File: src/logic/harness_pkg.sv
/*
  Harness package
  Bus widths, memory map, boot ROM image and debug hold-off length
  shared by the memory side and the debug side of the harness.
*/
package harness_pkg;

  // ----------------------------------------------------------------------
  // Bus widths
  // ----------------------------------------------------------------------
  localparam int unsigned AddrWidth = 32;
  localparam int unsigned DataWidth = 32;
  localparam int unsigned StrbWidth = DataWidth / 8;
  localparam int unsigned WordLsb   = $clog2(StrbWidth);

  typedef logic [AddrWidth-1:0] addr_t;
  typedef logic [DataWidth-1:0] data_t;
  typedef logic [StrbWidth-1:0] strb_t;

  typedef enum logic [1:0] {
    RegionRom,
    RegionRam,
    RegionNone
  } region_e;

  // ----------------------------------------------------------------------
  // Memory map
  // ----------------------------------------------------------------------
  localparam addr_t       RomBase     = 32'h0000_1000;
  localparam int unsigned RomWords    = 8;
  localparam int unsigned RomIdxWidth = $clog2(RomWords);
  localparam addr_t       RomBytes    = addr_t'(RomWords * StrbWidth);

  localparam addr_t       RamBase     = 32'h8000_0000;
  localparam int unsigned RamWords    = 256;
  localparam int unsigned RamIdxWidth = $clog2(RamWords);
  localparam addr_t       RamBytes    = addr_t'(RamWords * StrbWidth);

  // Boot code, jumps into RAM after a few setup words
  localparam data_t RomImage [RomWords] = '{
    32'h0000_0297,
    32'h0182_8293,
    32'h0002_a303,
    32'h0010_0093,
    32'h0003_0067,
    32'h0000_0013,
    32'h8000_0000,
    32'hdead_beef
  };

  // ----------------------------------------------------------------------
  // Debug
  // ----------------------------------------------------------------------
  // Cycles after reset release before a debug request may pass
  localparam int unsigned DebugHoldCycles = 32;
  localparam int unsigned HoldCntWidth    = $clog2(DebugHoldCycles + 1);

  localparam int unsigned ExitWidth = 32;

  typedef logic [ExitWidth-1:0] exit_t;

endpackage

File: src/logic/debug_port.sv
/*
  Debug port
  Picks the JTAG or DMI debug source, forwards its exit code and lets
  its request strobe through once the post-reset hold-off has ended.
*/
`timescale 1ns/10ps

module debug_port import harness_pkg::*; (
  input  logic  clk_i,
  input  logic  rst_ni,
  input  logic  jtag_sel_i,
  input  logic  jtag_req_i,
  input  logic  dmi_req_i,
  input  exit_t jtag_exit_i,
  input  exit_t dmi_exit_i,
  output logic  debug_req_o,
  output exit_t exit_o
);

  logic                    sel_req;
  logic                    hold_done;
  logic [HoldCntWidth-1:0] hold_cnt_q;
  logic                    debug_req_q;

  // Source mux
  assign sel_req = jtag_sel_i ? jtag_req_i : dmi_req_i;
  assign exit_o  = jtag_sel_i ? jtag_exit_i : dmi_exit_i;

  // ----------------------------------------------------------------------
  // Hold-off after reset release
  // ----------------------------------------------------------------------
  always_ff @(posedge clk_i or negedge rst_ni) begin
    if (!rst_ni) begin
      hold_cnt_q <= HoldCntWidth'(DebugHoldCycles);
    end else if (!hold_done) begin
      hold_cnt_q <= hold_cnt_q - 1'b1;
    end
  end

  assign hold_done = (hold_cnt_q == '0);

  // Requests during hold-off are dropped
  always_ff @(posedge clk_i or negedge rst_ni) begin
    if (!rst_ni) begin
      debug_req_q <= 1'b0;
    end else begin
      debug_req_q <= sel_req && hold_done;
    end
  end

  assign debug_req_o = debug_req_q;

  a_no_req_in_holdoff : assert property (
    @(posedge clk_i) disable iff (!rst_ni)
    $rose(debug_req_o) |-> $past(hold_cnt_q == '0)
  ) else $error("debug request raised during hold-off");

endmodule

File: config.mk
export PLATFORM = sky130hd
export DESIGN_NAME = debug_port
export DESIGN_NICKNAME = d
export VERILOG_FILES = /design/src/logic/harness_pkg.sv /design/src/logic/debug_port.sv
export SDC_FILE = /design/constraint.sdc
export NUM_CORES = 1
export LEC_CHECK = 0
export BUFFER_PORTS_ARGS = -buffer_cell sky130_fd_sc_hd__buf_2
export CORE_AREA = 8 8 57 59
export DETAILED_ROUTE_END_ITERATION = 7
export DIE_AREA = 0 0 65 67
export PLACE_DENSITY = 0.85
export SYNTH_ARGS = -nofsm -noshare
export SYNTH_HDL_FRONTEND = slang
export SYNTH_SLANG_ARGS = --single-unit
export TNS_END_PERCENT = 20
File: constraint.sdc
create_clock -name clk_i -period 3.4 [get_ports clk_i]
set_input_delay 1.02 -clock clk_i [delete_from_list [all_inputs] [get_ports clk_i]]
set_output_delay 1.02 -clock clk_i [all_outputs]
set_load 0.03 [all_outputs]
==> results.md <==
- Busiest grt layer: met2
- Async set-or-reset flop fraction in the synthesized netlist: 100.0%
- Startpoint Class: input pin
- Largest stage delay on the critical path: between 300 and 400 ps
- Crit path max fanout: 33
- Starting DRT DRC Count: 19
- Worst Hold Class: reg2reg
- Mapped Cells: 65
- Average cell area after synthesis: 11.59 sq um
- P per Cell Area: 260.9 nW/um^2
- I/O pin total: 102
- Seq/Total Area, Yosys: 23.42%
- Postcts setup bufs: 0
- Nets: 239
- Worst-path clk slew: 50 ps
- Synthesized area: 753.2 sq um
- Grt met3 use: 11.24%
- Final Hold Viols: 0
- Total track usage: between 15 and 20%
- Max Fclk: between 300 and 400 MHz
- Area grow syn2layout: 73.09%
- Design Area, Final: 1304 sq um
- Top delay family on crit path: buffers and inverters
- Final wirelength: 3573 um
- CP Buf/Inv Count: 3
- DRC viols: 0
- Worst-margin pin slew: 217.9 ps
- Yosys warns: 0
- EDFF count, synth: 0
- Final worst path period share: 85.16%
- DPL Wire Length: 3287 um
- Worst EP required: 2380 ps
- Rows: 18
- Fillers: 218
- CP endpoint kind: output pin
- CTS tree: yes
- Critical Path AT: 1880 ps
- Sinks on Clock Net: 7
- Largest net degree at the start of global routing: 34
- Ys flop type: dfrtp_1
- Reg2reg start: hold_cnt_q[0]$_DFFE_PN0P_
- Via count: 904
- Cell taking the most area after synthesis: mux2_2
- Drt wl/cell: approximately 18 um
- Most frequent cell after synthesis: mux2_2
- Pre-CTS setup slack: 509.1 ps
- Initial antenna violation count: 0
- Port bufs: 101
- CP dominant cell by count: buf_2
- LEAKAGE: 0.7246 nW
- Hold path startpoint: hold_cnt_q[0]$_DFFE_PN0P_
- Placed Area: roughly 1300 sq um
- Synth cell types: 17
- Syn nets: 136
- Die W: 65 um
- Clk_skew: 3.619 ps
- 1st-pass router iterations: 4
- Relative slew slack: 85.44%
- Vias in the first global route: 1,000
- Antenna fix cells: 0
- Top post-synthesis cells by area: mux2_2 48%, dfrtp_1 20%, xnor2_1 4.7%, buf_6 4.5%, dfstp_2 3.5%
- Overflow after GRT: 0
- Post-route setup slack: 504.6 ps
- Fin. max-slew vios: 0
- CTS Buffer Depth: 2
- #FFs+latches synth: 7
- Setup TNS: 0 ps
- Core box area: ~2400 sq um
- IR drop worst, VDD: between 0.15 and 0.2 mV
- Effective utilization at floorplan: 31.85%
- Tmin final: 2895 ps
- GP Congestion: 0.8045
- Share of cells above drive strength 1: a little under nine tenths
- Via/cell ratio: 4.589
- Die height: about 67 um
- Final setup viols: 0
- MaxCap Viol Count: 0
- Power consumption: 0.3401 mW
- Global-route wire length before repair: 5112 um
- Non-filler instance count after layout: roughly 200
- Crit path kind: in2out
- Root Driver: clkbuf_4
- Status: finished clean
- M2 GR Usage: between 30% and 40%
- Grt met1 use: 11.40%
- Die area: 4355 sq um
- Ordered list of cells on the worst path: buf_2, buf_12, mux2_2, buf_2
- RSZ-0062 raised after global routing: no
- Clock buffer count from CTS: 3
- Synth cell count leaders: 32 x mux2_2, 6 x dfrtp_1, 5 x nor2_1, 4 x xnor2_1, 3 x buf_6
- Clk Latency, worst-skew pair: 250 ps
- Hold bufs inserted after CTS: 0
- Yosys top cell area share: a little under half
- Crit. Startpoint: jtag_sel_i
- Post-CTS sizing: 0
- Worst-path cell with the longest stage delay: mux2_2
- Placed Cells: 193
- Htree depth: 1
- ANT nets after route: 0
-- registers in the layout (all words and copies together), names as in the netlist --
| signal | cells |
|---|---|
| hold_cnt_q | 6 |
| debug_req_o | 1 |
-- kinds of logic after synthesis --
| family | synth area share (%) |
|---|---|
| mux | 52.49 |
| simple gates | 9.968 |
| flops | 23.42 |
| buf+inv | 6.146 |
| xor+xnor | 4.651 |
| fa+ha+maj | 3.322 |
-- stage by stage --
| stage | hold slack, ps | util (%) |
|---|---|---|
| 6_report | 504.9 | 55.13 |
| 3_5_place_dp | 493.1 | 54.02 |
| 4_1_cts | 505.2 | 55.13 |
| 5_1_grt | 546.1 | 55.13 |
| 3_3_place_gp | 489.8 | 54.02 |
| 2_1_floorplan | 468.1 | - |
-- where the power goes --
| part | internal [mW] | switching (mW) |
|---|---|---|
| logic | 0.0771 | 0.103 |
| registers | 0.0844 | 0.000159 |
| clock network | 0.0448 | 0.0304 |
| total | 0.206 | 0.134 |
-- final timing paths --
kind / cells past startpoint / end / slack (ps)
setup / recovery: 4 / exit_o[2] / 500
hold / removal: 1 / hold_cnt_q[0]$_DFFE_PN0P_ / 500
setup reg to reg: 5 / hold_cnt_q[4]$_DFFE_PN0P_ / 2140
hold reg to reg: 1 / hold_cnt_q[0]$_DFFE_PN0P_ / 500
max in group asynchronous: 1 / hold_cnt_q[5]$_DFFE_PN1P_ / 2580
min in group asynchronous: 1 / hold_cnt_q[0]$_DFFE_PN0P_ / 590
-- layer usage --
metal | share of wire, % | vias to the layer above | wire length (um)
li1 | - | 438 | -
met1 | 28 | 408 | 1011
met2 | 56 | 54 | 2013
met3 | 15 | 4 | 519
met4 | 0.78 | 0 | 28
met5 | 0 | - | 0
-- cell usage in the layout (no fill, tap or decap) --
cell        n
and3b_2     1
buf_12      1
buf_2     101
clkbuf_1    1
clkbuf_4    3
dfrtp_1     6
dfstp_2     1
ha_1        2
inv_1       2
mux2_2     32
mux2_4      1
mux2i_1     2
nand3_2     1
nand3b_1    1
nor2_1      5
nor3_1      1
nor3_4      1
nor3b_1     1
xnor2_1     4
-- area by class of cell --
type | count | area, sq um | share of cell area [%]
Clock buffer | 4 | 26.28 | 2.015
Inverter | 2 | 7.507 | 0.5758
Multi-Input combinational cell | 52 | 530.5 | 40.69
Sequential cell | 7 | 176.4 | 13.53
Tap cell | 30 | 37.54 | 2.879
Timing Repair Buffer | 102 | 525.5 | 40.31
Note: power is estimated with default switching activity, not from simulation.
